**config.mk**
```make
export PLATFORM = sky130hd
export DESIGN_NAME = modrm_frontend
export DESIGN_NICKNAME = d
export VERILOG_FILES = /design/src/verilog/modrm_pkg.sv /design/src/verilog/modrm_decode.sv /design/src/verilog/modrm_frontend.sv /design/src/verilog/operand_fetch.sv /design/src/verilog/prefetch_queue.sv /design/src/verilog/reg_file.sv
export SDC_FILE = /design/constraint.sdc
export NUM_CORES = 1
export LEC_CHECK = 0
export BUFFER_PORTS_ARGS = -buffer_cell sky130_fd_sc_hd__buf_4
export CAP_MARGIN = 15
export CORE_ASPECT_RATIO = 1.5
export CORE_MARGIN = 2
export CORE_UTILIZATION = 30
export DETAILED_ROUTE_END_ITERATION = 10
export PLACE_DENSITY = 0.5
export SKIP_LAST_GASP = 1
export SLEW_MARGIN = 10
export SYNTH_ARGS = -nofsm -noshare
export SYNTH_HDL_FRONTEND = slang
export SYNTH_SLANG_ARGS = --single-unit
```
**constraint.sdc**
```tcl
create_clock -name clk -period 5.9 [get_ports clk]
set_input_delay 1.18 -clock clk [delete_from_list [all_inputs] [get_ports clk]]
set_output_delay 1.18 -clock clk [all_outputs]
set_load 0.05 [all_outputs]
```
**src/verilog/modrm_pkg.sv**
```systemverilog
package modrm_pkg;

// General register numbers as they appear in the ModRM reg and rm fields
typedef enum logic [2:0] {
    AX = 3'd0,
    CX = 3'd1,
    DX = 3'd2,
    BX = 3'd3,
    SP = 3'd4,
    BP = 3'd5,
    SI = 3'd6,
    DI = 3'd7
} reg_name_e;

// Prefetch queue geometry
localparam int queue_depth = 6;
localparam int queue_ptr_w = (queue_depth > 1) ? $clog2(queue_depth) : 1;
localparam int queue_count_w = $clog2(queue_depth + 1);

// Field view of the ModRM byte, most significant field first
typedef struct packed {
    logic [1:0] mod;
    logic [2:0] reg_field;
    logic [2:0] rm;
} modrm_fields_t;

// The ModRM byte is moved around whole and decoded by field
typedef union packed {
    logic [7:0] raw;
    modrm_fields_t fields;
} modrm_byte_u;

// Decoded operand description handed back to the caller
typedef struct packed {
    logic [15:0] effective_address;
    logic [2:0] regnum;
    logic rm_is_reg;
    logic [2:0] rm_regnum;
    logic has_displacement;
} modrm_result_t;

endpackage

```
**src/verilog/modrm_decode.sv**
```systemverilog
module modrm_decode import modrm_pkg::*; (
    input logic clk,
    input logic reset,
    // Caller handshake
    input logic start,
    output logic complete,
    output modrm_result_t result,
    // ModRM byte from the fetch unit
    output logic modrm_rd_en,
    input logic [7:0] modrm_rd_data,
    input logic empty,
    // Displacement from the fetch unit
    output logic disp_start,
    output logic disp_is_8bit,
    input logic disp_complete,
    input logic [15:0] displacement,
    // Register file read ports, base then index
    output reg_name_e sel [2],
    input logic [15:0] regs [2]
);

modrm_byte_u modrm_q;
modrm_byte_u modrm;
logic taken;
logic byte_valid;
logic byte_held;
logic have_byte;
logic has_address;
logic has_disp;
logic direct;
logic [15:0] index_val;
logic [15:0] disp_val;

// One pop per request; a start with the queue empty just waits
assign modrm_rd_en = start & ~taken & ~empty;
assign have_byte = byte_valid | byte_held;

// While the byte is on the read port use it directly, later the held copy
always_comb begin
    modrm.raw = byte_valid ? modrm_rd_data : modrm_q.raw;
end

assign has_address = modrm.fields.mod != 2'b11;
assign direct = modrm.fields.mod == 2'b00 && modrm.fields.rm == 3'b110;

always_comb begin
    case (modrm.fields.mod)
        2'b00: has_disp = modrm.fields.rm == 3'b110;
        2'b01: has_disp = 1'b1;
        2'b10: has_disp = 1'b1;
        default: has_disp = 1'b0;
    endcase
end

assign disp_start = start & have_byte & has_disp;
assign disp_is_8bit = modrm.fields.mod == 2'b01;

// Memory operands wait one cycle for the register read after the byte is held
always_comb begin
    if (!has_address)
        complete = start & have_byte;
    else
        complete = start & byte_held & (~has_disp | disp_complete);
end

always_comb begin
    case (modrm.fields.rm)
        3'b000, 3'b001, 3'b111: sel[0] = BX;
        3'b010, 3'b011, 3'b110: sel[0] = BP;
        3'b100: sel[0] = SI;
        default: sel[0] = DI;
    endcase

    case (modrm.fields.rm)
        3'b000, 3'b010: sel[1] = SI;
        3'b001, 3'b011: sel[1] = DI;
        default: sel[1] = AX;
    endcase
end

// Only rm 000 to 011 carry an index register
assign index_val = modrm.fields.rm[2] ? 16'h0000 : regs[1];
assign disp_val = has_disp ? displacement : 16'h0000;

always_comb begin
    result.regnum = modrm.fields.reg_field;
    result.rm_regnum = modrm.fields.rm;
    result.rm_is_reg = ~has_address;
    result.has_displacement = has_disp;

    if (!has_address)
        result.effective_address = 16'h0000;
    else if (direct)
        result.effective_address = disp_val;
    else
        result.effective_address = regs[0] + index_val + disp_val;
end

always_ff @(posedge clk or posedge reset) begin
    if (reset) begin
        taken <= 1'b0;
        byte_valid <= 1'b0;
        byte_held <= 1'b0;
    end else begin
        byte_valid <= modrm_rd_en;

        // The caller drops start after complete, which frees us for the next byte
        if (!start) begin
            taken <= 1'b0;
            byte_held <= 1'b0;
        end else begin
            if (modrm_rd_en)
                taken <= 1'b1;
            if (byte_valid)
                byte_held <= 1'b1;
        end
    end
end

always_ff @(posedge clk) begin
    if (byte_valid)
        modrm_q.raw <= modrm_rd_data;
end

endmodule

```
**src/verilog/modrm_frontend.sv**
```systemverilog
module modrm_frontend import modrm_pkg::*; (
    input logic clk,
    input logic reset,
    // Instruction byte input
    input logic push,
    input logic [7:0] push_data,
    output logic full,
    // Decode request
    input logic start,
    output logic complete,
    output modrm_result_t result,
    // Register load port
    input logic reg_wr_en,
    input reg_name_e reg_wr_sel,
    input logic [15:0] reg_wr_data
);

logic rd_en;
logic [7:0] rd_data;
logic empty;
logic modrm_rd_en;
logic [7:0] modrm_rd_data;
logic disp_start;
logic disp_is_8bit;
logic disp_complete;
logic [15:0] displacement;
reg_name_e sel [2];
logic [15:0] regs [2];

prefetch_queue queue_i (
    .clk(clk),
    .reset(reset),
    .push(push),
    .push_data(push_data),
    .full(full),
    .rd_en(rd_en),
    .rd_data(rd_data),
    .empty(empty)
);

operand_fetch fetch_i (
    .clk(clk),
    .reset(reset),
    .rd_en(rd_en),
    .rd_data(rd_data),
    .empty(empty),
    .modrm_rd_en(modrm_rd_en),
    .modrm_rd_data(modrm_rd_data),
    .disp_start(disp_start),
    .disp_is_8bit(disp_is_8bit),
    .disp_complete(disp_complete),
    .displacement(displacement)
);

modrm_decode decode_i (
    .clk(clk),
    .reset(reset),
    .start(start),
    .complete(complete),
    .result(result),
    .modrm_rd_en(modrm_rd_en),
    .modrm_rd_data(modrm_rd_data),
    .empty(empty),
    .disp_start(disp_start),
    .disp_is_8bit(disp_is_8bit),
    .disp_complete(disp_complete),
    .displacement(displacement),
    .sel(sel),
    .regs(regs)
);

reg_file regs_i (
    .clk(clk),
    .reset(reset),
    .wr_en(reg_wr_en),
    .wr_sel(reg_wr_sel),
    .wr_data(reg_wr_data),
    .sel(sel),
    .regs(regs)
);

endmodule

```
**src/verilog/operand_fetch.sv**
```systemverilog
module operand_fetch import modrm_pkg::*; (
    input logic clk,
    input logic reset,
    // Queue read port
    output logic rd_en,
    input logic [7:0] rd_data,
    input logic empty,
    // ModRM byte requests from the decoder
    input logic modrm_rd_en,
    output logic [7:0] modrm_rd_data,
    // Displacement requests from the decoder
    input logic disp_start,
    input logic disp_is_8bit,
    output logic disp_complete,
    output logic [15:0] displacement
);

logic disp_pop;
logic pending;
logic final_byte;
logic [1:0] issued;
logic [1:0] received;
logic [1:0] needed;
logic [7:0] low_byte;
logic [15:0] assembled;
logic [15:0] disp_q;

assign needed = disp_is_8bit ? 2'd1 : 2'd2;

// The decoder's pop always wins the read port
assign disp_pop = disp_start & ~empty & ~modrm_rd_en & (issued < needed);
assign rd_en = modrm_rd_en | disp_pop;

// The ModRM byte comes straight from the queue read data
assign modrm_rd_data = rd_data;

// Bytes arrive low first, so the last one completes the value
assign final_byte = pending & ((received + 2'd1) == needed);

always_comb begin
    if (disp_is_8bit)
        assembled = {{8{rd_data[7]}}, rd_data};
    else
        assembled = {rd_data, low_byte};
end

assign disp_complete = disp_start & (final_byte | (received == needed));
assign displacement = final_byte ? assembled : disp_q;

always_ff @(posedge clk or posedge reset) begin
    if (reset) begin
        pending <= 1'b0;
        issued <= 2'd0;
        received <= 2'd0;
    end else begin
        pending <= disp_pop;

        if (!disp_start) begin
            issued <= 2'd0;
            received <= 2'd0;
        end else begin
            if (disp_pop)
                issued <= issued + 2'd1;
            if (pending)
                received <= received + 2'd1;
        end
    end
end

always_ff @(posedge clk) begin
    if (pending && received == 2'd0)
        low_byte <= rd_data;
    if (final_byte)
        disp_q <= assembled;
end

endmodule

```
**src/verilog/prefetch_queue.sv**
```systemverilog
module prefetch_queue import modrm_pkg::*; (
    input logic clk,
    input logic reset,
    // Write side
    input logic push,
    input logic [7:0] push_data,
    output logic full,
    // Read side
    input logic rd_en,
    output logic [7:0] rd_data,
    output logic empty
);

logic [7:0] mem [queue_depth];
logic [queue_ptr_w-1:0] wr_ptr;
logic [queue_ptr_w-1:0] rd_ptr;
logic [queue_count_w-1:0] count;
logic push_ok;
logic pop_ok;

assign full = count == queue_count_w'(queue_depth);
assign empty = count == '0;

// A push into a full queue is dropped
assign push_ok = push & ~full;
assign pop_ok = rd_en & ~empty;

always_ff @(posedge clk or posedge reset) begin
    if (reset) begin
        wr_ptr <= '0;
        rd_ptr <= '0;
        count <= '0;
    end else begin
        if (push_ok) begin
            if (wr_ptr == queue_ptr_w'(queue_depth - 1))
                wr_ptr <= '0;
            else
                wr_ptr <= wr_ptr + 1'b1;
        end

        if (pop_ok) begin
            if (rd_ptr == queue_ptr_w'(queue_depth - 1))
                rd_ptr <= '0;
            else
                rd_ptr <= rd_ptr + 1'b1;
        end

        case ({push_ok, pop_ok})
            2'b10: count <= count + 1'b1;
            2'b01: count <= count - 1'b1;
            default: count <= count;
        endcase
    end
end

always_ff @(posedge clk) begin
    if (push_ok)
        mem[wr_ptr] <= push_data;
end

// Head byte shows up the cycle after the pop
always_ff @(posedge clk) begin
    if (pop_ok)
        rd_data <= mem[rd_ptr];
end

endmodule

```
**src/verilog/reg_file.sv**
```systemverilog
module reg_file import modrm_pkg::*; (
    input logic clk,
    input logic reset,
    // Load port
    input logic wr_en,
    input reg_name_e wr_sel,
    input logic [15:0] wr_data,
    // Read ports
    input reg_name_e sel [2],
    output logic [15:0] regs [2]
);

logic [15:0] gpr [8];

always_ff @(posedge clk or posedge reset) begin
    if (reset) begin
        for (int i = 0; i < 8; i++)
            gpr[i] <= 16'h0000;
    end else if (wr_en) begin
        gpr[wr_sel] <= wr_data;
    end
end

// Reads are combinational so the decoder sees values in the select cycle
always_comb begin
    regs[0] = gpr[sel[0]];
    regs[1] = gpr[sel[1]];
end

endmodule
```
==> impl_metrics.ini, run 1 <==
[placed_design]
io_buffer_count = 57
hpwl_um = 15160
pre_cts_slack_ns = 0.02447
place_congestion = 0.8478

[die]
die_area_sq_mm = 0.03000
std_cell_rows = 75
start_util_pct = 30.59
core_area_sq_mm = 0.02806
die_width_um = 142.1
io_pins = 58
dieHeight_um = 211.1

[drt]
wl_per_cell_um = 17.97
routed_wl_um = 21040
drtIter0Drc = 189
drc = 0
via_per_inst = 4.880
ant_nets = 0
vias = 5715
dr.pass1.iters = 4

[finish]
drive_above_1_share_pct = 38.18
final_nets = 881
seqCellArea_sq_mm = 0.004454
antennaDiodeCount = 0
multi_input_area_sq_mm = 0.004138
fin_util_pct = 38.49
fillers = 2709
area_growth_pct = 25.83

[min_path]
hp-class = reg -> reg
hp-start = decode_i.modrm_q[5]$_DFF_P_
min_path_cells = 1
whs_endpoint = decode_i.modrm_q[5]$_DFF_P_

[cts]
cts-buffers-inserted = 17
clk_pin_slew_ns = 0.07
cts_tree = done
cts_htree_levels = 4
cts-root-buf = clkbuf_16
postCtsHoldBufs = 0
clk_latency_ns = 0.44
clockBufferDepth = 2
cts_sinks = 170

[setup_path]
worstPathArrival_ns = 4.70
crit_chain = mux2i_2 > inv_1 > ha_2 > nand4bb_1 > nand2_4 > buf_4 > buf_4 > a21oi_4 > nand2_2 > fa_1 > inv_1 > ha_2 > fa_2 > a211oi_2 > nor2_2 > o21ai_4 > o31ai_2 > o21a_1 > a221o_1 > buf_6
cp_slowest_stage_delay_ns = 0.55
startpoint_type = register
critPathTopFamily = adder cells
rrSetupSlack_ns = 2.30
rr_worst_depth = 14
r2r-end = queue_i.count[2]$_DFFE_PP0P_
worstSetupEndpointType = output port
cp_max_fo = 7
critPathRequiredTime_ns = 4.72
crit_slowest_cell = fa_1
r2r-start = decode_i.byte_valid$_DFF_PP0_
worst-setup-path-type = reg -> out
timing.critical_path.buf_inv = 5

[sta]
setup_viol = 0
post-route-period-util_pct = 99.64
rsz0062_at_grt = true
period_needed_ns = 5.879
slew_violations = 0
tns_ns = 0
max_freq_mhz = 170.1
fin_worst_skew_ns = 0.007434
hold_viol = 0
relSlewSlack_pct = 24.76
tightest_slew_ns = 1.123
fin_ws_ns = 0.02125

[yosys]
synth_seq_cells = 170
synth_edf_count = 64
yosysWarningCount = 0
yosys-top-cells-count = 82 x dfrtp_1, 70 x mux2_2, 64 x edfxtp_1, 64 x nor2_1
syn_area_per_cell_sq_um = 12.00
ys.flop_type = dfrtp_1
syn_area_sq_mm = 0.008582
syn_inst = 715
seq_area_frac_synth_pct = 51.90
synth_nets = 784
yosysMostFrequentCell = dfrtp_1
synth_top_area_share_pct = 23.91
yosysTopAreaCell = dfrtp_1
synthArstFlopShare_pct = 48.24
ys_types = 62
yosys-top-cells-area = dfrtp_1 24%, edfxtp_1 22%, mux2_2 9.2%, dfxtp_1 5.6%, mux2i_1 4.1%

[global_route]
grt_max_degree = 59
grt_pass1_wl_um = 32280
grt_overflow = 0
antenna_found_initial = 0
grt_use_total_pct = 14.30
grt_pass1_vias = 5883

[flow_run]
cap_violations = 0

[status]
outcome = finished clean
layer usage:
| layer | track usage [%] | part of all wire, % | wire, um |
|---|---|---|---|
| met5 | 0 | 0 | 0 |
| met4 | 5.897 | 2.3 | 477 |
| met3 | 3.423 | 3.8 | 795 |
| met2 | 26.47 | 55 | 11470 |
| met1 | 15.41 | 39 | 8292 |
timing repair:
| item | 4_1_cts | 5_1_grt |
|---|---|---|
| endpoints found under the setup margin | 8 | 9 |
| gates cloned | 1 | 1 |
| pin swaps | 4 | 28 |
| resized for setup | 42 | 50 |
| setup buffers | 13 | 12 |
| hold endpoints to repair | 0 | 0 |
flip-flops by register name, indices dropped and copies added, names as in the netlist, 8 cells and up:
signal and count:
regs_i.gpr 65, queue_i.mem 48, fetch_i.disp_q 16, decode_i.modrm_q 8
fetch_i.low_byte 8, queue_i.rd_data 8
final cells by class:
class                      count  share of cell area [%]
timing repair buffer         118                   9.420
sequential                   170                   41.25
clock buffer                  17                   3.939
inverter                      46                   1.610
multi-input combinational    459                   38.32
clock inverter                15                   1.460
tap                          346                   4.009
worst reg2reg max path, stage by stage, from the launching register on:
cell       delay (ns)
dfrtp_1          0.43
mux2i_2          0.27
inv_1            0.10
ha_2             0.21
buf_4            0.15
ha_1             0.28
a2111oi_0        0.38
buf_4            0.21
a31o_2           0.35
ha_1             0.24
inv_1            0.07
fa_1             0.42
xor2_1           0.15
nor2_1           0.12
xor2_1           0.15
cell usage in the layout (no fill, tap or decap), types with 9 or more instances in the layout:
cell,Yosys,final
dfxtp_1,24,24
clkbuf_16,0,18
nand2b_1,25,25
nor2_1,64,63
xnor2_1,9,9
dfrtp_1,82,82
or3_1,15,15
buf_4,7,101
nand2_1,44,35
a21oi_1,34,16
mux2_2,70,70
buf_6,1,9
inv_1,44,40
fa_1,17,16
edfxtp_1,64,64
a21o_1,9,9
mux2i_1,35,29
a21oi_2,1,16
how the worst max path moves through the flow:
stage | depth (start not counted) | from | endpoint
2_1_floorplan | 20 | decode_i.byte_valid$_DFF_PP0_ | result[17]
3_3_place_gp | 18 | decode_i.byte_valid$_DFF_PP0_ | result[21]
3_5_place_dp | 20 | decode_i.byte_valid$_DFF_PP0_ | result[21]
4_1_cts | 19 | decode_i.byte_valid$_DFF_PP0_ | result[22]
5_1_grt | 20 | decode_i.byte_valid$_DFF_PP0_ | result[23]
6_report | 20 | decode_i.byte_valid$_DFF_PP0_ | result[23]
metrics by stage:
stage               hold WS (ns)  instance area, sq um  std cells
finish                    0.4788                 10800       1171
global route              0.4939                 10800       1171
CTS                       0.4817                 10460       1157
detailed placement        0.4648                  9548       1111
global placement          0.4621                  9548       1111
floorplan                 0.4516                  8615        715
cells by family (layout without fill, tap and decap cells):
logic type	Yosys count	in the layout	synth area share, %
and+or+nand+nor	185	185	10.69
DFF	170	170	51.90
muxes	116	116	16.05
AOI/OAI and AO/OA	104	104	8.369
buffers and inverters	86	196	4.184
adders and majority gates	37	37	6.882
xor gates and xnor gates	17	17	1.924
Power of run 1 is not shown: default switching activity piles up to over one toggle a cycle in this logic, so the estimate is an artifact.
==> inputs of run 2 (changes only) <==
- ABC_AREA: unset -> 1
- BUFFER_PORTS_ARGS: -buffer_cell sky130_fd_sc_hd__buf_4 -> -buffer_cell sky130_fd_sc_hd__buf_2
==> impl_metrics.ini, run 2 <==
[global_route]
grt_overflow = 0
grt_pass1_vias = 6928
grt_use_total_pct = 15.26
grt_max_degree = 46
grt_pass1_wl_um = 37370
antenna_found_initial = 0

[yosys]
synth_top_area_share_pct = 23.05
ys_types = 51
yosysWarningCount = 0
yosys-top-cells-count = 256 x nand2_1, 120 x inv_1, 95 x o21ai_0
synth_nets = 1132
synth_edf_count = 64
seq_area_frac_synth_pct = 49.40
yosysTopAreaCell = dfrtp_1
yosys-top-cells-area = dfrtp_1 23%, edfxtp_1 21%, nand2_1 11%, dfxtp_1 5.3%, o21ai_0 5.2%
ys.flop_type = dfrtp_1
syn_area_sq_mm = 0.009117
syn_inst = 1063
synthArstFlopShare_pct = 48.84
yosysMostFrequentCell = nand2_1
syn_area_per_cell_sq_um = 8.577
synth_seq_cells = 172

[sta]
max_freq_mhz = 176.5
period_needed_ns = 5.667
slew_violations = 0
tightest_slew_ns = 1.037
fin_ws_ns = 0.2329
fin_worst_skew_ns = 0.01009
hold_slack_ns = 0.4664
relSlewSlack_pct = 30.71
post-route-period-util_pct = 96.05
tns_ns = 0
setup_viol = 0
hold_viol = 0

[cts]
postCtsHoldBufs = 0
cts_sinks = 172
cts_htree_levels = 4
clk_latency_ns = 0.44
cts_tree = done
clockBufferDepth = 2
clk_pin_slew_ns = 0.07
cts-root-buf = clkbuf_16
cts-buffers-inserted = 17

[drt]
drc = 0
vias = 7057
drtIter0Drc = 274
dr.pass1.iters = 5
routed_wl_um = 23790
wl_per_cell_um = 15.53
via_per_inst = 4.606
ant_nets = 0

[placed_design]
io_buffer_count = 57
dp.cells = 1485
place_congestion = 0.9193
hpwl_um = 16940
pre_cts_slack_ns = 0.1289

[min_path]
hp-start = decode_i.modrm_q[4]$_DFF_P_
min_path_cells = 2
hp-class = reg -> reg
whs_endpoint = decode_i.modrm_q[4]$_DFF_P_

[setup_path]
cp_slowest_stage_delay_ns = 0.56
worstSetupEndpointType = output port
cp_max_fo = 6
rrSetupSlack_ns = 2.20
crit_slowest_cell = fa_1
timing.critical_path.buf_inv = 5
worst-setup-path-type = reg -> out
critPathTopFamily = simple AND/OR/NAND/NOR gates
rr_worst_depth = 17
critPathRequiredTime_ns = 4.72
r2r-start = queue_i.rd_data[6]$_DFFE_PP_
worstPathArrival_ns = 4.49
startpoint_type = register
crit_chain = or2_2 > o21ai_2 > inv_2 > ha_4 > nand2_2 > nand2_2 > nor2_4 > nor2_1 > a31oi_2 > nand2_2 > fa_1 > inv_1 > ha_1 > a21oi_1 > o21ai_1 > a21oi_2 > inv_1 > a21oi_1 > or2_2 > nand3_1 > nand2_1 > inv_1 > buf_4
r2r-end = queue_i.count[2]$_DFFE_PP0P_

[die]
io_pins = 58
std_cell_rows = 78
start_util_pct = 30.33
dieHeight_um = 217.5
core_area_sq_mm = 0.03006
die_area_sq_mm = 0.03183
die_width_um = 146.3

[finish]
layout_common_cells = 250 x nand2_1, 116 x inv_1, 89 x o21ai_0
seqCellArea_sq_mm = 0.004504
fillers = 3184
final_common_cell = nand2_1
multi_input_area_sq_mm = 0.004063
largestRegisters = regs_i.gpr x67, queue_i.mem x48, fetch_i.disp_q x16
largest_reg_flops = 67
instances_no_fill = 1532
largest-register = regs_i.gpr
final_nets = 1188
antennaDiodeCount = 0
area_growth_pct = 17.72
drive_above_1_share_pct = 19.17

[flow_run]
cap_violations = 0

[status]
outcome = finished clean
-- run 2: cell types whose count changed in the layout (fill, tap and decap cells not counted), moves of 15 or more --
cell	delta
nor2_1	+25
buf_4	-66
o21ai_0	+84
buf_2	+50
nand2_1	+215
nand2_2	+15
nand2b_1	-25
a21oi_1	+54
inv_1	+76
or3_1	-15
nand3_1	+20
mux2_2	-70
mux2i_1	-28
-- run 2: per-stage QoR --
stage | area, sq um | util [%]
4_1_cts | 10480 | 34.85
3_3_place_gp | 9809 | 32.63
3_5_place_dp | 9809 | 32.63
6_report | 10730 | 35.71
2_1_floorplan | 9128 | -
5_1_grt | 10730 | 35.71
-- run 2: kinds of logic (layout without fill, tap and decap cells) --
logic type	Yosys count	after routing	share of synthesized area [%]
simple gates	415	416	19.40
compound gates	242	242	15.22
buf+inv	186	254	8.426
flops	172	172	49.40
fa+ha+maj	37	37	6.477
xor+xnor	10	10	0.9607
mux	1	1	0.1098
-- run 2: worst reg2reg max path: stages (launching register included) --
cell and delay [ns]:
edfxtp_1 0.39, or2_2 0.32, o21ai_2 0.08, inv_2 0.08, ha_4 0.18, buf_4 0.13, buf_4 0.14, ha_1 0.28
a21boi_0 0.13, nor4_2 0.42, nand2_2 0.10, nand2_2 0.24, ha_1 0.19, inv_1 0.07, fa_1 0.43, a21oi_1 0.15
o21ai_0 0.11, xor2_1 0.15
-- run 2: layer usage --
layer | routed length [um] | part of all wire [%] | track usage, % | up-vias
met3 | 833 | 3.5 | 3.243 | 44
met5 | 0 | 0 | 0 | -
met2 | 12380 | 52 | 27.74 | 111
met1 | 9841 | 41 | 17.28 | 3305
met4 | 733 | 3.1 | 6.440 | 0
li1 | - | - | - | 3597
-- run 2: how the worst max path moves through the flow --
stage          slack [ns]                     startpoint  cells past startpoint          to
4_1_cts             0.004   queue_i.rd_data[6]$_DFFE_PP_                     24  result[23]
5_1_grt             -0.05   queue_i.rd_data[6]$_DFFE_PP_                     21  result[21]
3_3_place_gp         0.21   queue_i.rd_data[6]$_DFFE_PP_                     25  result[20]
2_1_floorplan        0.04  decode_i.byte_valid$_DFF_PP0_                     25  result[20]
6_report             0.23   queue_i.rd_data[6]$_DFFE_PP_                     23  result[19]
3_5_place_dp         0.13   queue_i.rd_data[6]$_DFFE_PP_                     25  result[20]
-- run 2: area by class of cell --
class                      instances  share of cell area, %
tap                              400                  4.663
sequential                       172                  41.97
timing repair buffer              92                  5.479
clock buffer                      21                  4.197
inverter                         130                  4.605
clock inverter                    11                  1.236
multi-input combinational        706                  37.85
-- run 2: what timing repair did --
item                       4_1_cts  5_1_grt
setup endpoints to repair        9       13
pin swaps                        4       13
resized for setup               15       47
gates cloned                     1        0
setup buffers                    5        9
Power of run 2 is left out for the same reason.
